**src/verilog/axil_reg_slice.sv**
```systemverilog
/* Register slice for one valid/ready channel, with a skid entry so that ready
   comes from a flop and a steady stream still passes at one beat per cycle. */
`timescale 1ns/100ps
`default_nettype none

module axil_reg_slice #(
    parameter type payload_t = logic
) (
    input  logic     aclk,
    input  logic     aresetn,
    input  payload_t in_data,
    input  logic     in_valid,
    output logic     in_ready,
    output payload_t out_data,
    output logic     out_valid,
    input  logic     out_ready
);

    payload_t skid_data;
    logic     skid_valid;
    logic     skid_valid_nxt;
    logic     out_valid_nxt;
    logic     in_xfer;
    logic     out_load;

    assign in_xfer  = in_valid && in_ready;
    assign out_load = !out_valid || out_ready;   // Output stage free or draining

    always_comb begin
        out_valid_nxt  = out_valid;
        skid_valid_nxt = skid_valid;
        if (out_load) begin
            // Skid entry goes first, in_ready is low while it is full
            out_valid_nxt  = skid_valid || in_xfer;
            skid_valid_nxt = 1'b0;
        end else if (in_xfer) begin
            skid_valid_nxt = 1'b1;                // Output stalled, park the beat
        end
    end

    always_ff @(posedge aclk) begin
        if (!aresetn) begin
            out_valid  <= 1'b0;
            skid_valid <= 1'b0;
            in_ready   <= 1'b0;
        end else begin
            out_valid  <= out_valid_nxt;
            skid_valid <= skid_valid_nxt;
            in_ready   <= !skid_valid_nxt;
        end
    end

    always_ff @(posedge aclk) begin
        if (out_load) begin
            out_data <= skid_valid ? skid_data : in_data;
        end
        if (!out_load && in_xfer) begin
            skid_data <= in_data;
        end
    end

endmodule

`default_nettype wire

```
**config.mk**
```make
export PLATFORM = sky130hd
export DESIGN_NAME = axil_reg_slice
export DESIGN_NICKNAME = d
export VERILOG_FILES = /design/src/verilog/axil_reg_slice.sv
export SDC_FILE = /design/constraint.sdc
export NUM_CORES = 1
export LEC_CHECK = 0
export ABC_CLOCK_PERIOD_IN_PS = 1300
export BUFFER_PORTS_ARGS = -buffer_cell sky130_fd_sc_hd__buf_2
export CAP_MARGIN = 20
export CORE_AREA = 2 2 39 41
export CTS_BUF_LIST = sky130_fd_sc_hd__clkbuf_8
export CTS_CLUSTER_DIAMETER = 200
export CTS_CLUSTER_SIZE = 24
export DETAILED_ROUTE_END_ITERATION = 10
export DIE_AREA = 0 0 41 43
export GPL_TIMING_DRIVEN = 0
export RECOVER_POWER = 25
export REMOVE_ABC_BUFFERS = 1
export SLEW_MARGIN = 20
export SYNTH_ARGS = -nofsm -noshare
export SYNTH_HDL_FRONTEND = slang
export SYNTH_SLANG_ARGS = --single-unit
```
**constraint.sdc**
```tcl
create_clock -name aclk -period 1.3 [get_ports aclk]
set_input_delay 0.13 -clock aclk [delete_from_list [all_inputs] [get_ports aclk]]
set_output_delay 0.13 -clock aclk [all_outputs]
set_load 0.05 [all_outputs]
```
==> metrics <==
DR pass1 iterations 1; I/O pin count 8; area of the core 1380 sq um; achievable clock frequency 1010 MHz; mean post-synth cell area 14.5 sq um; clock root buffer sky130_fd_sc_hd__clkbuf_8; top cell family by delay on the critical path flip-flops; hold_ws 0.100 ns; maximum fanout count along the critical path 2; count of distinct cell types in the synthesized netlist 10; final weighted congestion in routability-driven placement 0.635; die outline width 41 um; row count 14; most utilized layer in the global route result met4; placed cell count 36; warning count from the yosys run 0; setup TNS 0 ns; Max transition margin 82.6%; portion of the post-synthesis area used by sequential elements 63.6%; setup repair after global routing missed its margin false; cells after synthesis 13; number of pins exceeding their max-slew limit in the final report 0; Syn Std Cell Area 189 sq um; final design utilization 20.6%; number of antenna violations at the first check in global routing 0; portion of the clock cycle consumed by the worst path in the final layout 76.4%; smallest setup slack after layout 0.307 ns; Worst Path Required 1.17 ns; count of instances resized after the clock tree is built 0; aggregate routed wire length 345 um; Lkg Pwr 0.121 nW; Critical Path End Type primary output; post-DR wirelength/cell 8.63 um; largest net degree at the start of global routing 6; worst min-delay path category primary input to flop; number of buffers inserted by post-CTS setup repair 0; cell at the slowest stage of the critical path sky130_fd_sc_hd__dfxtp_1; GR Overflow Total 0; number of buffers added to fix hold violations after cts 0; post-detailed-route DRC marker count 0; post-route cell area 285 sq um; clock tree from TritonCTS built; count of placed standard cells in the final layout, fillers left out 40; worst-case vdd ir drop 474 uV; DP Area 244 sq um; setup slack at placement 0.366 ns; met2 Usage GRT 5.31%; initial cell density of the core 13.7%; DR vias 139; area growth from synthesis to layout 51.0%; wire length of the first global-routing pass 579 um; Slowest Stage Delay on Critical Path 0.36 ns; H-tree levels 1; sum of internal, switching and leakage power 0.499 mW; Die ar. 1760 sq um; Period minus WS final 0.993 ns; vias per cell 3.48; vias in the first global route 152; Antenna Cells 0; Critical Path AT 0.86 ns; Crit Path Class flop to primary output; pwr/cell area 1750 nW/um^2; max-cap check violation count 0; Chip Height 43 um; GRT met3 Usage 4.19%; count of nets after finishing 30; Tightest Pin Transition 0.260 ns; ratio of cells with drive above 1 in the final layout 54.2%; number of synthesized register bits 5; count of endpoints failing setup in the final report 0; DRC violation total after the first TritonRoute iteration 0; Cell Chain, Critical Path buf_2; number of buffers added by the clock tree synthesis step 3; met1 global-route usage 6.21%; final count of hold timing violations 0; Clock transition at path regs 0.04 ns; worst path bufs/invs 1; number of buffers on the longest clock path 2; antenna viol nets, final 0; GRT Overall Usage 5.95%; critical path launch point type flop; status completed; count of input and output buffers 7; Sinks on Clock Net 5; clk_lat worst skew 0.22 ns; final clock skew 0.000373 ns
-- area by class of cell --
class / instances / area (sq um)
repair buffers: 7 / 35.0
multi-input cells: 8 / 65.1
clock buffers: 3 / 41.3
fillers: 145 / 1100
well taps: 16 / 20.0
flip-flops and latches: 5 / 120
clock inverters: 1 / 3.75
-- per-layer routing --
metal | vias to the layer above | share of wire (%)
met5 | - | 0
met4 | 0 | 6.7
met3 | 2 | 15
met2 | 10 | 29
met1 | 59 | 49
li1 | 68 | -
-- synth_stat cells --
master	count	area share (%)
sky130_fd_sc_hd__o21a_1	1	4.0
sky130_fd_sc_hd__nor3b_2	1	6.6
sky130_fd_sc_hd__edfxtp_1	2	32
sky130_fd_sc_hd__nand2b_4	1	7.3
sky130_fd_sc_hd__mux2_2	1	6.0
sky130_fd_sc_hd__nor2_1	1	2.0
sky130_fd_sc_hd__nand2_1	1	2.0
sky130_fd_sc_hd__a21oi_2	1	4.6
sky130_fd_sc_hd__a21boi_0	1	4.0
sky130_fd_sc_hd__dfxtp_1	3	32
-- final timing paths --
| kind | startpoint | to | slack, ns | cells after the start |
|---|---|---|---|---|
| hold / removal | in_data | skid_data | 0.10 | 1 |
| setup reg to reg | skid_valid | out_data | 0.38 | 1 |
| hold reg to reg | out_valid | skid_valid | 0.51 | 2 |
| setup / recovery | out_valid | out_valid | 0.31 | 1 |
-- flip-flops by register name (all words and copies together) (netlist names) --
name,count
skid_data,1
in_ready,1
out_data,1
out_valid,1
skid_valid,1
-- cell families after synthesis --
kind of cell and share of synthesized area [%]:
AND/OR/NAND/NOR 17.9, AO/OA/AOI/OAI 12.6, multiplexers 5.96, flip-flops 63.6
-- placed cells by master, fill, tap and decap left out --
cell type	n
sky130_fd_sc_hd__a21boi_0	1
sky130_fd_sc_hd__a21oi_1	1
sky130_fd_sc_hd__buf_2	7
sky130_fd_sc_hd__clkbuf_8	3
sky130_fd_sc_hd__dfxtp_1	3
sky130_fd_sc_hd__edfxtp_1	2
sky130_fd_sc_hd__inv_1	1
sky130_fd_sc_hd__mux2_2	1
sky130_fd_sc_hd__nand2_1	1
sky130_fd_sc_hd__nand2b_4	1
sky130_fd_sc_hd__nor2_1	1
sky130_fd_sc_hd__nor3b_2	1
sky130_fd_sc_hd__o21a_1	1
-- report_power, final --
group	switching, mW	leakage, nW	total, mW	internal (mW)
Clock	0.0765	0.0269	0.279	0.202
Combinational	0.0303	0.0495	0.0454	0.0151
Sequential	0.00387	0.0442	0.175	0.171
Total	0.111	0.121	0.499	0.388
Power figures use the tool's default switching activity.
