**src/verilog/axil_subsys_cfg.svh**
```systemverilog
/* Bus and memory sizing for the AXI-Lite memory subsystem.
   Include in any file that needs a width or depth. */
`ifndef AXIL_SUBSYS_CFG_SVH
`define AXIL_SUBSYS_CFG_SVH

// Byte address and data widths of the AXI-Lite port
`define AXIL_ADDR_WIDTH 32
`define AXIL_DATA_WIDTH 32
`define AXIL_STRB_WIDTH (`AXIL_DATA_WIDTH / 8)

`define AXIL_MEM_DEPTH  1024   // Words of block RAM
`define AXIL_GPIO_WIDTH 8      // Pins in each direction

`endif

```
**src/verilog/axil_pkg.sv**
```systemverilog
/* AXI-Lite channel payloads, request and response bundles and response codes,
   shared by every block on the bus. */
`default_nettype none

`include "axil_subsys_cfg.svh"

package axil_pkg;

    typedef logic [`AXIL_ADDR_WIDTH-1:0] addr_t;
    typedef logic [`AXIL_DATA_WIDTH-1:0] data_t;
    typedef logic [`AXIL_STRB_WIDTH-1:0] strb_t;
    typedef logic [1:0]                  resp_t;

    localparam resp_t RESP_OKAY   = 2'b00;
    localparam resp_t RESP_DECERR = 2'b11;   // No target at this address

    typedef struct packed {
        addr_t      addr;
        logic [2:0] prot;   // Carried but not used
    } aw_t;

    typedef struct packed {
        data_t data;
        strb_t strb;
    } w_t;

    typedef struct packed {
        addr_t      addr;
        logic [2:0] prot;
    } ar_t;

    typedef struct packed {
        data_t data;
        resp_t resp;
    } r_t;

    // Master to slave
    typedef struct packed {
        aw_t  aw;
        logic awvalid;
        w_t   w;
        logic wvalid;
        logic bready;
        ar_t  ar;
        logic arvalid;
        logic rready;
    } axil_req_t;

    // Slave to master
    typedef struct packed {
        logic  awready;
        logic  wready;
        resp_t bresp;
        logic  bvalid;
        logic  arready;
        r_t    r;
        logic  rvalid;
    } axil_rsp_t;

endpackage

`default_nettype wire

```
**src/verilog/soc_map_pkg.sv**
```systemverilog
/* Address map of the subsystem and the target select used by the decoder. */
`default_nettype none

`include "axil_subsys_cfg.svh"

package soc_map_pkg;

    // Block RAM region
    localparam logic [`AXIL_ADDR_WIDTH-1:0] MEM_BASE  = 32'h0000_0000;
    localparam logic [`AXIL_ADDR_WIDTH-1:0] MEM_BYTES = 32'h0000_1000;

    // GPIO registers, four words
    localparam logic [`AXIL_ADDR_WIDTH-1:0] GPIO_BASE  = 32'h1000_0000;
    localparam logic [`AXIL_ADDR_WIDTH-1:0] GPIO_BYTES = 32'h0000_0010;

    typedef enum logic [1:0] {
        TGT_MEM,
        TGT_GPIO,
        TGT_NONE    // Unmapped, answered with DECERR
    } target_e;

endpackage

`default_nettype wire

```
**src/verilog/axil_decoder.sv**
```systemverilog
/* Two-way AXI-Lite address decoder with one transaction in flight per direction.
   Unmapped addresses are answered here with DECERR. */
`timescale 1ns/100ps
`default_nettype none

module axil_decoder (
    input  logic                aclk,
    input  logic                aresetn,
    input  axil_pkg::axil_req_t m_req,
    output axil_pkg::axil_rsp_t m_rsp,
    output axil_pkg::axil_req_t mem_req,
    input  axil_pkg::axil_rsp_t mem_rsp,
    output axil_pkg::axil_req_t gpio_req,
    input  axil_pkg::axil_rsp_t gpio_rsp
);

    typedef enum logic [1:0] {
        ST_IDLE,
        ST_ADDR,   // Request presented to the target
        ST_RESP    // Waiting for the response handshake
    } state_e;

    state_e               wr_state;
    state_e               rd_state;
    soc_map_pkg::target_e wr_tgt;
    soc_map_pkg::target_e rd_tgt;
    axil_pkg::axil_rsp_t  wr_rsp;   // Response of the latched write target
    axil_pkg::axil_rsp_t  rd_rsp;

    function automatic soc_map_pkg::target_e decode(axil_pkg::addr_t addr);
        // Unsigned wrap keeps each range check to a single compare
        if ((addr - soc_map_pkg::MEM_BASE) < soc_map_pkg::MEM_BYTES) begin
            return soc_map_pkg::TGT_MEM;
        end
        if ((addr - soc_map_pkg::GPIO_BASE) < soc_map_pkg::GPIO_BYTES) begin
            return soc_map_pkg::TGT_GPIO;
        end
        return soc_map_pkg::TGT_NONE;
    endfunction

    always_ff @(posedge aclk) begin
        if (!aresetn) begin
            wr_state <= ST_IDLE;
            rd_state <= ST_IDLE;
            wr_tgt   <= soc_map_pkg::TGT_NONE;
            rd_tgt   <= soc_map_pkg::TGT_NONE;
        end else begin
            case (wr_state)
                ST_IDLE: if (m_req.awvalid && m_req.wvalid) begin
                    wr_tgt   <= decode(m_req.aw.addr);
                    wr_state <= ST_ADDR;
                end
                ST_ADDR: if (m_rsp.awready && m_rsp.wready) begin
                    wr_state <= ST_RESP;
                end
                ST_RESP: if (m_rsp.bvalid && m_req.bready) begin
                    wr_state <= ST_IDLE;
                end
                default: wr_state <= ST_IDLE;
            endcase
            case (rd_state)
                ST_IDLE: if (m_req.arvalid) begin
                    rd_tgt   <= decode(m_req.ar.addr);
                    rd_state <= ST_ADDR;
                end
                ST_ADDR: if (m_rsp.arready) begin
                    rd_state <= ST_RESP;
                end
                ST_RESP: if (m_rsp.rvalid && m_req.rready) begin
                    rd_state <= ST_IDLE;
                end
                default: rd_state <= ST_IDLE;
            endcase
        end
    end

    // Pick the responding target, or a local DECERR slave
    always_comb begin
        case (wr_tgt)
            soc_map_pkg::TGT_MEM:  wr_rsp = mem_rsp;
            soc_map_pkg::TGT_GPIO: wr_rsp = gpio_rsp;
            default: begin
                wr_rsp         = '0;
                wr_rsp.awready = 1'b1;
                wr_rsp.wready  = 1'b1;
                wr_rsp.bresp   = axil_pkg::RESP_DECERR;
                wr_rsp.bvalid  = 1'b1;
            end
        endcase
        case (rd_tgt)
            soc_map_pkg::TGT_MEM:  rd_rsp = mem_rsp;
            soc_map_pkg::TGT_GPIO: rd_rsp = gpio_rsp;
            default: begin
                rd_rsp         = '0;      // Read data of an unmapped read is zero
                rd_rsp.arready = 1'b1;
                rd_rsp.r.resp  = axil_pkg::RESP_DECERR;
                rd_rsp.rvalid  = 1'b1;
            end
        endcase
    end

    always_comb begin
        m_rsp         = '0;
        m_rsp.awready = (wr_state == ST_ADDR) && wr_rsp.awready;
        m_rsp.wready  = (wr_state == ST_ADDR) && wr_rsp.wready;
        m_rsp.bresp   = wr_rsp.bresp;
        m_rsp.bvalid  = (wr_state == ST_RESP) && wr_rsp.bvalid;
        m_rsp.arready = (rd_state == ST_ADDR) && rd_rsp.arready;
        m_rsp.r       = rd_rsp.r;
        m_rsp.rvalid  = (rd_state == ST_RESP) && rd_rsp.rvalid;
    end

    // Payloads fan out, valids and readies go to the selected target only
    always_comb begin
        mem_req          = m_req;
        mem_req.awvalid  = (wr_state == ST_ADDR) && (wr_tgt == soc_map_pkg::TGT_MEM);
        mem_req.wvalid   = mem_req.awvalid;
        mem_req.bready   = (wr_state == ST_RESP) && (wr_tgt == soc_map_pkg::TGT_MEM)
                           && m_req.bready;
        mem_req.arvalid  = (rd_state == ST_ADDR) && (rd_tgt == soc_map_pkg::TGT_MEM);
        mem_req.rready   = (rd_state == ST_RESP) && (rd_tgt == soc_map_pkg::TGT_MEM)
                           && m_req.rready;
        gpio_req         = m_req;
        gpio_req.awvalid = (wr_state == ST_ADDR) && (wr_tgt == soc_map_pkg::TGT_GPIO);
        gpio_req.wvalid  = gpio_req.awvalid;
        gpio_req.bready  = (wr_state == ST_RESP) && (wr_tgt == soc_map_pkg::TGT_GPIO)
                           && m_req.bready;
        gpio_req.arvalid = (rd_state == ST_ADDR) && (rd_tgt == soc_map_pkg::TGT_GPIO);
        gpio_req.rready  = (rd_state == ST_RESP) && (rd_tgt == soc_map_pkg::TGT_GPIO)
                           && m_req.rready;
    end

endmodule

`default_nettype wire

```
**config.mk**
```make
export PLATFORM = sky130hd
export DESIGN_NAME = axil_decoder
export DESIGN_NICKNAME = d
export VERILOG_FILES = /design/src/verilog/axil_pkg.sv /design/src/verilog/soc_map_pkg.sv /design/src/verilog/axil_decoder.sv
export VERILOG_INCLUDE_DIRS = /design/src /design/src/verilog
export SDC_FILE = /design/constraint.sdc
export NUM_CORES = 1
export LEC_CHECK = 0
export ABC_AREA = 0
export BUFFER_PORTS_ARGS = -buffer_cell sky130_fd_sc_hd__buf_2
export CAP_MARGIN = 20
export CORE_AREA = 3 3 176 178
export CTS_CLUSTER_SIZE = 16
export DETAILED_ROUTE_END_ITERATION = 10
export DIE_AREA = 0 0 179 181
export SKIP_CTS_REPAIR_TIMING = 1
export SYNTH_ARGS = -nofsm -noshare
export SYNTH_HDL_FRONTEND = slang
export SYNTH_SLANG_ARGS = --single-unit
```
**constraint.sdc**
```tcl
create_clock -name aclk -period 3.35 [get_ports aclk]
set_input_delay 0.67 -clock aclk [delete_from_list [all_inputs] [get_ports aclk]]
set_output_delay 0.67 -clock aclk [all_outputs]
set_load 0.1 [all_outputs]
```
==> metrics.cfg <==
[worst_setup_path]
critPathKind=flip-flop to primary output
crit_fanout=24
worstSetupStartpointType=flip-flop
end_kind=primary output
worstPathArrival_ns=1.92
worst_ep_required_time_ns=2.68

[outcome]
status=finished, final reports clean

[timing]
fin_crit_ns=2.59
setup_tns_ns=0
finalSetupViolations=0
period_share=0.773
slew_viol_final=0
rsz0062_at_grt=no
fmax_ghz=0.386
relSlewSlack=0.421
skew_ns=0.000222
hold_viol_final=0
tightest_slew_ns=0.847

[drt]
drt-wirelength-per-cell_um=13.4
dr_total_vias=2621
drtIter0Drc=49
detail_route.drc_violations=0
wirelength_um=11400
dr.pass1.iters=4
viasPerCell=3.08
ant_nets=0

[global_routing]
grt_max_degree=25
grtUsageMet2=0.126
grt_pass1_wl_um=14500
globalRoute.busiestLayer=met2
grt.overflow.total=0
grtUsageTotal=0.0606
grt_pass1_vias=2442
grt_antenna_before_repair=0
use_met1=0.0488
grt_use_met3=0.0143

[place]
place_congestion=0.729
place_inst=849
placed_area_um2=3220
dp_hpwl_um=10300
portBuffers=307

[finish]
ff_latch_area_um2=163
multiInputGateArea_um2=993
layout_commonest_cell=buf_2
finalNonFillerCells=852
syn2layout_area_growth_pct=17.8
drive_gt1_frac=0.697
nets=659
nFillCells=3474
final_area_um2=3300
diodes=0
layout_common_cells=307 x buf_2, 36 x mux2i_1, 34 x nor2_1

[synthesis]
synthCells=374
ys_types=37
synth_edf_count=0
syn_nets=569
async_reset_ff_frac=0
ys_warn_count=0
synth-main-ff-cell=dfxtp_1
ys_seq_elements=8
seq_area_frac_synth=0.0572
synth.cell_area_um2=2800
syn_area_per_cell_um2=7.48

[clock_network]
cts_tree=yes
cts_buffer_depth=2
cts.root.buffer_cell=clkbuf_16
clkLatencyLatePin_ns=0.23
cts.sink_count=8
cts_htree_levels=1
clkTransAtPathRegs_ns=0.04
numCtsBuffers=3

[pwr]
comb_power_share=0.717
p_sw_uw=702
p_int_uw=381
p_leak_uw=0.00164
power_density_nw_per_um2=328
p_sw_frac=0.648
clkPwrFrac=0.189
seqPwrFrac=0.094
ir_drop_v=0.000126

[floorplanning]
top_level_ports=458
dieWidth_um=179
coreArea_um2=29600
die-area_um2=32400
row_count=63
die_h_um=181
start_util=0.0947

[min_path]
hold_class=flip-flop to flip-flop

[flow_run]
max_cap_viol_count=0

-- worst max-delay path: stages (launching register included) --
cell and delay [ns]:
dfxtp_2 0.73, buf_12 0.28, mux2i_1 0.10, nor2_1 0.12, buf_2 0.44
-- path summary, 6_finish.rpt --
path	start	end	slack, ns	depth (start not counted)
min reg2reg	wr_state[1]	wr_state[0]	0.44	1
min	wr_state[1]	wr_state[0]	0.44	1
max reg2reg	rd_tgt[0]	rd_state[0]	1.47	3
max	rd_tgt[0]	m_rsp[32]	0.76	4
-- power groups by stage --
stage	logic (uW)	clock network (uW)	registers, uW
after global routing	802	221	102
after global placement	776	0	104
after detailed placement	779	0	104
after floorplan	1250	0	102
final	776	205	102
after CTS	779	220	102
-- stage by stage --
stage / total power (uW) / hold slack [ns] / setup slack, ns / util
after floorplan: 1360 / 0.420 / 0.274 / -
after global placement: 879 / 0.439 / 0.973 / 0.109
after detailed placement: 882 / 0.441 / 0.950 / 0.109
after CTS: 1100 / 0.446 / 0.682 / 0.112
after global routing: 1130 / 0.482 / 0.626 / 0.112
final: 1080 / 0.444 / 0.760 / 0.112
-- cell type report --
type	instances	share of cell area
Tap cell	390	0.148
Clock buffer	3	0.0228
Sequential cell	8	0.0493
Timing Repair Buffer	310	0.476
Multi-Input combinational cell	139	0.301
Inverter	2	0.00228
-- kinds of logic (layout without fill, tap and decap cells) --
logic type	after synthesis	after routing	synth area share
AOI/OAI and AO/OA	19	19	0.0501
buffers and inverters	227	315	0.597
DFF	8	8	0.0572
muxes	36	36	0.129
and+or+nand+nor	84	84	0.167
-- metal layers --
layer  up-vias  share of wire
li1       1211              -
met1      1135           0.29
met2       222           0.53
met3        53           0.12
met4         0          0.059
met5         -              0
-- cells in the mapped netlist (2+ instances only) --
master    instances  share of area
a211o_1           3         0.0094
a211oi_1          2         0.0054
a21oi_1           5         0.0089
and3b_1           2         0.0063
buf_2             3         0.0054
buf_4           217           0.58
clkbuf_1          3         0.0040
dfxtp_1           8          0.057
inv_1             2         0.0027
mux2i_1          36           0.13
nand2_1           7         0.0094
nand2b_1          3         0.0067
nor2_1           34          0.046
nor2b_1           8          0.018
nor3_1            2         0.0036
nor3b_1           5          0.013
nor4_1           10          0.022
nor4b_1           4          0.013
o21a_1            2         0.0054
-- state kept, by name, summed over array words and instances, names as in the netlist --
signal    flops
rd_state      2
rd_tgt        2
wr_state      2
wr_tgt        2
No activity file was read; power rests on OpenSTA's default activity.
