===== src/verilog/axil_subsys_cfg.svh =====
/* Bus and memory sizing for the AXI-Lite memory subsystem.
   Include in any file that needs a width or depth. */
`ifndef AXIL_SUBSYS_CFG_SVH
`define AXIL_SUBSYS_CFG_SVH

// Byte address and data widths of the AXI-Lite port
`define AXIL_ADDR_WIDTH 32
`define AXIL_DATA_WIDTH 32
`define AXIL_STRB_WIDTH (`AXIL_DATA_WIDTH / 8)

`define AXIL_MEM_DEPTH  1024   // Words of block RAM
`define AXIL_GPIO_WIDTH 8      // Pins in each direction

`endif


===== src/verilog/axil_pkg.sv =====
/* AXI-Lite channel payloads, request and response bundles and response codes,
   shared by every block on the bus. */
`default_nettype none

`include "axil_subsys_cfg.svh"

package axil_pkg;

    typedef logic [`AXIL_ADDR_WIDTH-1:0] addr_t;
    typedef logic [`AXIL_DATA_WIDTH-1:0] data_t;
    typedef logic [`AXIL_STRB_WIDTH-1:0] strb_t;
    typedef logic [1:0]                  resp_t;

    localparam resp_t RESP_OKAY   = 2'b00;
    localparam resp_t RESP_DECERR = 2'b11;   // No target at this address

    typedef struct packed {
        addr_t      addr;
        logic [2:0] prot;   // Carried but not used
    } aw_t;

    typedef struct packed {
        data_t data;
        strb_t strb;
    } w_t;

    typedef struct packed {
        addr_t      addr;
        logic [2:0] prot;
    } ar_t;

    typedef struct packed {
        data_t data;
        resp_t resp;
    } r_t;

    // Master to slave
    typedef struct packed {
        aw_t  aw;
        logic awvalid;
        w_t   w;
        logic wvalid;
        logic bready;
        ar_t  ar;
        logic arvalid;
        logic rready;
    } axil_req_t;

    // Slave to master
    typedef struct packed {
        logic  awready;
        logic  wready;
        resp_t bresp;
        logic  bvalid;
        logic  arready;
        r_t    r;
        logic  rvalid;
    } axil_rsp_t;

endpackage

`default_nettype wire


===== src/verilog/soc_map_pkg.sv =====
/* Address map of the subsystem and the target select used by the decoder. */
`default_nettype none

`include "axil_subsys_cfg.svh"

package soc_map_pkg;

    // Block RAM region
    localparam logic [`AXIL_ADDR_WIDTH-1:0] MEM_BASE  = 32'h0000_0000;
    localparam logic [`AXIL_ADDR_WIDTH-1:0] MEM_BYTES = 32'h0000_1000;

    // GPIO registers, four words
    localparam logic [`AXIL_ADDR_WIDTH-1:0] GPIO_BASE  = 32'h1000_0000;
    localparam logic [`AXIL_ADDR_WIDTH-1:0] GPIO_BYTES = 32'h0000_0010;

    typedef enum logic [1:0] {
        TGT_MEM,
        TGT_GPIO,
        TGT_NONE    // Unmapped, answered with DECERR
    } target_e;

endpackage

`default_nettype wire


===== src/verilog/axil_gpio.sv =====
/* GPIO target, offset 0 is the output register and offset 4 the synchronized inputs.
   Handshake timing matches the memory target. */
`timescale 1ns/100ps
`default_nettype none

`include "axil_subsys_cfg.svh"

module axil_gpio (
    input  logic                         aclk,
    input  logic                         aresetn,
    input  axil_pkg::axil_req_t          req,
    output axil_pkg::axil_rsp_t          rsp,
    input  logic [`AXIL_GPIO_WIDTH-1:0]  gpio_in,
    output logic [`AXIL_GPIO_WIDTH-1:0]  gpio_out
);

    localparam int OFS_W = $clog2(`AXIL_STRB_WIDTH);

    axil_pkg::addr_t             wofs;
    axil_pkg::addr_t             rofs;
    logic [`AXIL_GPIO_WIDTH-1:0] wmask;
    logic [`AXIL_GPIO_WIDTH-1:0] sync_meta;   // First synchronizer stage
    logic [`AXIL_GPIO_WIDTH-1:0] sync_q;
    logic                        wr_rdy;
    logic                        bvalid;
    logic                        rd_rdy;
    logic                        rvalid;
    logic                        wr_xfer;
    logic                        ar_xfer;
    logic                        bvalid_nxt;
    logic                        rvalid_nxt;
    axil_pkg::data_t             rdata_q;

    assign wofs    = req.aw.addr - soc_map_pkg::GPIO_BASE;
    assign rofs    = req.ar.addr - soc_map_pkg::GPIO_BASE;
    assign wr_xfer = req.awvalid && req.wvalid && wr_rdy;
    assign ar_xfer = req.arvalid && rd_rdy;

    assign bvalid_nxt = wr_xfer || (bvalid && !req.bready);
    assign rvalid_nxt = ar_xfer || (rvalid && !req.rready);

    // Each output pin follows the strobe of its byte lane
    always_comb begin
        for (int i = 0; i < `AXIL_GPIO_WIDTH; i++) begin
            wmask[i] = req.w.strb[i / 8];
        end
    end

    always_ff @(posedge aclk) begin
        sync_meta <= gpio_in;
        sync_q    <= sync_meta;
    end

    always_ff @(posedge aclk) begin
        if (!aresetn) begin
            wr_rdy   <= 1'b0;
            bvalid   <= 1'b0;
            rd_rdy   <= 1'b0;
            rvalid   <= 1'b0;
            gpio_out <= '0;
        end else begin
            bvalid <= bvalid_nxt;
            wr_rdy <= !bvalid_nxt;
            rvalid <= rvalid_nxt;
            rd_rdy <= !rvalid_nxt;
            if (wr_xfer && (wofs[OFS_W +: 2] == 2'd0)) begin   // Input register ignores writes
                gpio_out <= (gpio_out & ~wmask)
                            | (req.w.data[`AXIL_GPIO_WIDTH-1:0] & wmask);
            end
        end
    end

    always_ff @(posedge aclk) begin
        if (ar_xfer) begin
            case (rofs[OFS_W +: 2])
                2'd0:    rdata_q <= axil_pkg::data_t'(gpio_out);
                2'd1:    rdata_q <= axil_pkg::data_t'(sync_q);
                default: rdata_q <= '0;
            endcase
        end
    end

    always_comb begin
        rsp         = '0;
        rsp.awready = wr_rdy && req.wvalid;
        rsp.wready  = wr_rdy && req.awvalid;
        rsp.bresp   = axil_pkg::RESP_OKAY;
        rsp.bvalid  = bvalid;
        rsp.arready = rd_rdy;
        rsp.r.data  = rdata_q;
        rsp.r.resp  = axil_pkg::RESP_OKAY;
        rsp.rvalid  = rvalid;
    end

endmodule

`default_nettype wire


===== config.mk =====
export PLATFORM = sky130hd
export DESIGN_NAME = axil_gpio
export DESIGN_NICKNAME = d
export VERILOG_FILES = /design/src/verilog/axil_pkg.sv /design/src/verilog/soc_map_pkg.sv /design/src/verilog/axil_gpio.sv
export VERILOG_INCLUDE_DIRS = /design/src /design/src/verilog
export SDC_FILE = /design/constraint.sdc
export NUM_CORES = 1
export LEC_CHECK = 0
export ABC_AREA = 1
export BUFFER_PORTS_ARGS = -buffer_cell sky130_fd_sc_hd__buf_2
export CAP_MARGIN = 20
export CORE_AREA = 2 2 80 59
export DETAILED_ROUTE_END_ITERATION = 16
export DIE_AREA = 0 0 82 61
export PLACE_DENSITY = 0.84
export SYNTH_ARGS = -nofsm -noshare
export SYNTH_HDL_FRONTEND = slang
export SYNTH_SLANG_ARGS = --single-unit

===== constraint.sdc =====
create_clock -name aclk -period 1.6 [get_ports aclk]
set_input_delay 0.24 -clock aclk [delete_from_list [all_inputs] [get_ports aclk]]
set_output_delay 0.24 -clock aclk [all_outputs]
set_load 0.05 [all_outputs]

==> flow_summary.toml, run 1 <==
[die]
ioPinCount = 170
floorplan.die.height_um = 61
design.die.area_um2 = 5000
rows = 20
coreArea_um2 = 4200
fp.dieW_um = 82
floorplan.initialDensity_pct = 35.5

[worst_hold_path]
min-delay-path-class = "in -> reg"
timing.hold.worst.start = "gpio_in[7]"

[worst_setup_path]
worstSetupStartpointType = "flop"
r2r-start = "wr_rdy"
worst_setup_path_category = "reg -> out"
worst_ep_required_time_ps = 1360
critPathLaunch = "wr_rdy"
critPathMaxFanout = 3
cp.arrival_ps = 1080
setup.worst_path.end_class = "primary output"

[placed_design]
routability_driven_placement_congestion_ratio = 0.781
dp_hpwl_mm = 2.05
numPortBuffers = 48
dp_worst_setup_slack_ps = 446
dpl.cell_count = 259

[synth]
synth_largest_area_cell = "dfxtp_1"
yosys-top-cells-area = "dfxtp_1, edfxtp_1, buf_4"
netlist_instances = 163
synth_warnings = 0
number_of_distinct_library_cells_after_synthesis = 16
synth_sequential_area_ratio_pct = 53.6
synth_edf_count = 8
synth_common_cells = "buf_4, dfxtp_1, inv_1, nor2_1, nand3_1"
netlist_area_um2 = 1490
synthesized_area_per_cell_um2 = 9.17
ys_ff_latch = 36
ys_async_rst_share_pct = 0
post-synth-top-area-fraction_pct = 37.5
synthMostInstantiatedCell = "buf_4"
synth_ff_type = "dfxtp_1"

[route]
total_routed_wirelength_mm = 2.50
drt-vias-per-instance = 3.91
ant_nets = 0
drc_errors = 0
vias = 1043
routed_wire_length_per_instance_um = 9.37
drtIter0Drc = 36
first_pass_iters = 4

[timing]
setup_total_negative_slack_ps = 0
finalSetupViolCount = 0
timing.final.crit_share_pct = 82.7
worst_clock_skew_ps = 4.50
final.min_clock_period_ps = 1320
setup_ws_ps = 277
final-hold-violation-count = 0
max_freq_ghz = 0.756
hold_slack_ps = 55.3
slew_violations = 0
unrepaired_setup_endpoints_after_global_routing = "no"

[finish]
drive_above_1_share_pct = 31.1
antenna-diode-count = 0
layout.filler_cells = 446
area_growth_syn_to_layout_pct = 17.3
final-instance-count-excl-fill = 267
area.sequential_um2 = 801
area_of_combinational_cells_with_multiple_inputs_um2 = 437
final_nets = 332

[clock_network]
cts_resized = 0
cts_made_buffers = 5
htreeDepth = 2
clock_path_buffers = 2
tritoncts_clock_tree = "done"
clkLatencyLatePin_ps = 280
ctsHoldBuffers = 0
post-cts-setup-buffer-count = 0
clk_pin_slew_worst_paths_ps = 70
clockRootBuffer = "clkbuf_8"
tritoncts_num_sinks = 36

[status]
run_status = "complete, no violations"

[grt]
grt_start_max_net_pins = 12
grt-ovfl-total = 0
antenna_found_initial = 0
grt_pass1_wl_mm = 3.75
number_of_global_route_vias_before_repair = 824
grtUsageTotal_pct = 10.8

[run]
cap_violations = 0

[power]
p_per_cell_area_nw_per_um2 = 1180
ir_worst_vdd_mv = 0.399
total_leakage_power_nw = 0.885
## cells in the final DEF, fill, tap and decap left out, drive strengths merged
cell | Yosys | final
clkbuf | 0 | 6
edfxtp | 8 | 8
conb | 1 | 28
inv | 26 | 26
or2 | 1 | 1
clkinv | 0 | 1
a21oi | 1 | 1
nand3 | 17 | 17
nor2 | 23 | 23
o21ai | 9 | 9
nand2 | 15 | 15
dfxtp | 28 | 28
buf | 34 | 48
bufinv | 0 | 1
## worst max-delay path, cell delays in order, from the launching register on
cell and delay, ps:
dfxtp_1 370, nand2_1 120, inv_1 60, buf_2 250
## path summary, 6_finish.rpt
| kind | end | slack, ps | cells after the start |
|---|---|---|---|
| worst min register to register | sync_q[1] | 330 | 0 |
| worst max-delay path | rsp[39] | 280 | 3 |
| worst max register to register | flop | 620 | 5 |
| worst min-delay path | sync_meta[7] | 60 | 1 |
## cells by family (layout without fill, tap and decap cells)
| kind of cell | after synthesis | after routing | share of synthesized area, % |
|---|---|---|---|
| other | 1 | 28 | 0.251 |
| buffers and inverters | 60 | 82 | 24.0 |
| AND/OR/NAND/NOR | 56 | 56 | 16.8 |
| flip-flops | 36 | 36 | 53.6 |
| AO/OA/AOI/OAI | 10 | 10 | 5.36 |
## metal layers
layer	track usage (%)	share of wire [%]	up-vias
met2	16.1	44	50
met5	0	0	-
met4	7.14	2.1	0
met3	3.27	11	7
li1	-	-	533
met1	13.7	43	453
## metrics by stage
step	cell area [um^2]	utilization, %	total power, mW
after floorplan	1600	-	1.33
after CTS	1750	41.7	2.08
after global routing	1750	41.7	2.15
after global placement	1640	39.1	1.32
final	1750	41.7	2.06
after detailed placement	1640	39.1	1.32
## report_power, final
| part | total, mW | internal [mW] | switching (mW) | leakage [nW] |
|---|---|---|---|---|
| Sequential | 0.980 | 0.968 | 0.0123 | 0.311 |
| Combinational | 0.324 | 0.0550 | 0.269 | 0.519 |
| Clock | 0.755 | 0.462 | 0.294 | 0.0552 |
| Total | 2.06 | 1.48 | 0.575 | 0.885 |
## layout make-up
type                       count  area share (%)
sequential                    36            45.7
multi-input combinational     94            24.9
timing repair buffer          48            13.7
inverter                      26            5.57
clock buffer                   6            4.14
tap                           55            3.93
clock inverter                 2            2.00
(Power assumes the default switching activity.)
==> inputs of run 2 (changes only) <==
Settings changed: CORE_AREA 2 2 80 59 to 2 2 84 62, DIE_AREA 0 0 82 61 to 0 0 86 64, PLACE_DENSITY 0.84 to 0.77.
Clock period 1.6 ns to 1.3 ns, I/O delays scaled along.
==> run 2 against run 1 <==
Net effect: via count is 1.4% lower; clock skew is 2.3 ps lower; cell count is 2.2% higher; design area is 2.9% higher; worst setup slack worse by 150 ps; first-iteration DRC count is 56% lower; non-clock buffer count is 4 higher; critical endpoint is now gpio_out[1].
==> flow_summary.toml, run 2 (synthesized netlist as in run 1, its figures left out) <==
[timing]
max_freq_ghz = 0.855
timing.final.crit_share_pct = 90.0
unrepaired_setup_endpoints_after_global_routing = "no"
hold_slack_ps = 12.3
finalSetupViolCount = 0
slew_violations = 0
worst_clock_skew_ps = 2.20
final-hold-violation-count = 0
final.min_clock_period_ps = 1170
setup_total_negative_slack_ps = 0

[route]
drc_errors = 0
drtIter0Drc = 16
first_pass_iters = 4
drt-vias-per-instance = 3.77
routed_wire_length_per_instance_um = 10.3
total_routed_wirelength_mm = 2.80
vias = 1028
ant_nets = 0

[worst_setup_path]
critPathTopFamily = "flip-flops"
worst_ep_required_time_ps = 1110
critPathMaxFanout = 3
crit_path_cell_trace = "buf_2"
crit_path_max_incr_delay_ps = 400
critical_path_buf_inv_count = 1
cp.arrival_ps = 980
worst_setup_path_category = "reg -> out"
setup.worst_path.end_class = "primary output"
critPathSlowestCell = "dfxtp_1"
worstSetupStartpointType = "flop"

[worst_hold_path]
min-delay-path-class = "in -> reg"

[clock_network]
clk_pin_slew_worst_paths_ps = 70
post-cts-setup-buffer-count = 0
clockRootBuffer = "clkbuf_8"
tritoncts_num_sinks = 36
htreeDepth = 2
cts_made_buffers = 5
clock_path_buffers = 2
clkLatencyLatePin_ps = 280
tritoncts_clock_tree = "done"

[placed_design]
routability_driven_placement_congestion_ratio = 0.721
numPortBuffers = 48
dp_hpwl_mm = 2.21
dpl.cell_count = 261

[die]
design.die.area_um2 = 5500
coreArea_um2 = 4650
ioPinCount = 170
fp.dieW_um = 86
rows = 21
floorplan.initialDensity_pct = 32.1
floorplan.die.height_um = 64

[finish]
antenna-diode-count = 0
final_common_cell = "buf_2"
final_nets = 336
most-common-layout-cells = "buf_2, conb_1, dfxtp_1, inv_1, nor2_1"
drive_above_1_share_pct = 31.0
area_growth_syn_to_layout_pct = 20.6
final-instance-count-excl-fill = 273

[grt]
antenna_found_initial = 0
number_of_global_route_vias_before_repair = 903
grt_pass1_wl_mm = 4.33
grt-ovfl-total = 0
grt_start_max_net_pins = 12
grtUsageTotal_pct = 10.9

[power]
report.power.total_mw = 2.56
total_leakage_power_nw = 0.903
p_per_cell_area_nw_per_um2 = 1420
ir_worst_vdd_mv = 0.387

[status]
run_status = "complete, no violations"

[run]
cap_violations = 0
[run 2: cell count changes in the layout (fill, tap and decap cells not counted), sizes merged]
cell / before / now
dlygate4sd3: 0 / 4
[run 2: layout make-up]
class / instances / area (um^2)
clock inverter: 2 / 35.0
clock buffer: 6 / 72.6
sequential: 36 / 802
multi-input combinational: 94 / 437
fill: 480 / 2850
inverter: 26 / 97.6
tap: 57 / 71.3
timing repair buffer: 52 / 287
[run 2: power by group]
| group | switching [mW] | leakage (nW) | internal, mW |
|---|---|---|---|
| clock | 0.372 | 0.0552 | 0.568 |
| sequential | 0.0150 | 0.311 | 1.19 |
| combinational | 0.335 | 0.537 | 0.0778 |
| total | 0.722 | 0.903 | 1.84 |
[run 2: path summary, 6_finish.rpt]
check,start,end,slack [ps],cells after the start
worst min-delay path,gpio_in[7],sync_meta[7],10,1
worst min register to register,sync_meta[3],sync_q[3],330,0
worst max register to register,rd_rdy,rdata_q[7],310,2
worst max-delay path,flop,gpio_out[1],130,1
[run 2: metal layers]
metal  track usage (%)  routed length (um)  up-vias
met3              3.49                 215        7
met4              7.74                  70        0
met5                 0                   0        -
met1              13.6                1300      436
met2              15.6                1220       43
li1                  -                   -      542
[run 2: timing repair]
action / in CTS / in global routing
pin swaps: 0 / 0
hold buffers: 4 / 0
hold endpoints to repair: 4 / 0
gates resized for setup: 1 / 2
gates cloned: 0 / 0
endpoints found under the setup margin: 1 / 1
[run 2: per-stage QoR]
step                utilization [%]  worst slack, ps  instance area (um^2)
global route                   38.7             48.3                  1800
CTS                            38.6             51.3                  1800
floorplan                         -              300                  1600
global placement               35.4              220                  1650
detailed placement             35.4              186                  1650
finish                         38.7              130                  1800
==> inputs of run 3 (changes only) <==
Settings changed: RECOVER_POWER set to 100.
==> run 3 against run 2 <==
Net effect: design area decreased by 1.8%; flip-flop and latch count unchanged; worst hold slack got worse by 0.76 ps; maximum frequency decreased by 2.2%; critical path depth unchanged; via count decreased by 0.68%; wire length about the same; worst setup slack got worse by 26 ps; largest cell class unchanged.
==> flow_summary.toml, run 3 (synthesized netlist as in run 1, its figures left out) <==
[worst_setup_path]
timing.critical_path.to = "gpio_out[1]"
crit_path_max_incr_delay_ps = 410
critical_path_depth = 1
worst_ep_required_time_ps = 1110
critical_path_buf_inv_count = 1
rrSetupSlack_ps = 260
cell_depth_of_the_worst_flop_to_flop_path = 5
setup.worst_path.end_class = "primary output"
crit_path_cell_trace = "clkbuf_2"
critPathTopFamily = "flip-flops"
critPathSlowestCell = "dfxtp_1"
r2r-start = "wr_rdy"
worstSetupStartpointType = "flop"
worst_setup_path_category = "reg -> out"
critPathMaxFanout = 3
cp.arrival_ps = 1000

[placed_design]
routability_driven_placement_congestion_ratio = 0.721
dp_worst_setup_slack_ps = 186
post_dp_cell_area_um2 = 1650
dp_hpwl_mm = 2.21
numPortBuffers = 48

[timing]
final-hold-violation-count = 0
unrepaired_setup_endpoints_after_global_routing = "no"
finalSetupViolCount = 0
setup_ws_ps = 104
final.min_clock_period_ps = 1200
timing.final.crit_share_pct = 92.0
setup_total_negative_slack_ps = 0
max_freq_ghz = 0.836
worst_clock_skew_ps = 2.62
slew_violations = 0

[grt]
grtUsageTotal_pct = 10.9
number_of_global_route_vias_before_repair = 903
antenna_found_initial = 0
grt_pass1_wl_mm = 4.33
grt_start_max_net_pins = 12
grt-ovfl-total = 0

[clock_network]
clkLatencyLatePin_ps = 280
clockRootBuffer = "clkbuf_8"
htreeDepth = 2
clk_pin_slew_worst_paths_ps = 70
cts_made_buffers = 5
tritoncts_clock_tree = "done"
post-cts-setup-buffer-count = 0
clock_path_buffers = 2
tritoncts_num_sinks = 36

[finish]
most-common-layout-cells = "conb_1, dfxtp_1, inv_1, buf_2"
antenna-diode-count = 0
final_nets = 336
layout.filler_cells = 483
stdcell_area_um2 = 1770
area_growth_syn_to_layout_pct = 18.4
drive_above_1_share_pct = 27.8
final_core_util_pct = 38.0
final_common_cell = "conb_1"

[die]
floorplan.die.height_um = 64
rows = 21
fp.dieW_um = 86
coreArea_um2 = 4650
design.die.area_um2 = 5500
floorplan.initialDensity_pct = 32.1
ioPinCount = 170

[worst_hold_path]
timing.hold.worst.start = "gpio_in[7]"
min-delay-path-class = "in -> reg"
hold_path_depth = 1

[route]
ant_nets = 0
vias = 1021
routed_wire_length_per_instance_um = 10.3
total_routed_wirelength_mm = 2.80
drtIter0Drc = 14
drt-vias-per-instance = 3.74
first_pass_iters = 4
drc_errors = 0

[power]
total_leakage_power_nw = 0.879
p_per_cell_area_nw_per_um2 = 1440
report.power.total_mw = 2.55
ir_worst_vdd_mv = 0.387

[status]
run_status = "complete, no violations"

[run]
cap_violations = 0
run 3: cell type report:
type	instances	area [um^2]	area share (%)
Sequential cell	36	802	45.3
Clock inverter	2	35.0	1.98
Timing Repair Buffer	52	282	15.9
Clock buffer	6	72.6	4.10
Multi-Input combinational cell	94	409	23.1
Inverter	26	97.6	5.52
Tap cell	57	71.3	4.03
run 3: report_power, final:
group	switching [mW]	total (mW)	internal, mW
registers	0.0157	1.21	1.19
logic	0.329	0.402	0.0727
clock network	0.374	0.942	0.568
total	0.719	2.55	1.83
run 3: worst min-delay path by stage:
stage	endpoint	slack, ps
after global placement	sync_meta[1]	300
after CTS	sync_meta[1]	1
after detailed placement	sync_meta[2]	300
after floorplan	sync_meta[0]	220
after global routing	sync_meta[7]	0.5
final	sync_meta[7]	10
run 3: metal layers:
metal	wire (um)	part of all wire (%)	up-vias	GRT usage [%]
met2	1210	43	45	15.6
li1	-	-	542	-
met4	70	2.5	0	7.74
met5	0	0	-	0
met3	219	7.8	7	3.49
met1	1300	47	427	13.6
run 3: through the flow:
stage                     hold WS, ps  instances
final                            11.5        273
after global placement            299        261
after CTS                        1.25        273
after global routing            0.549        273
after floorplan                   223        190
after detailed placement          299        261
run 3: what timing repair did:
action / in CTS / in global routing
hold buffers: 4 / 0
resized for setup: 1 / 2
cloned: 0 / 0
endpoints found under the hold margin: 4 / 0
endpoints found under the setup margin: 1 / 1
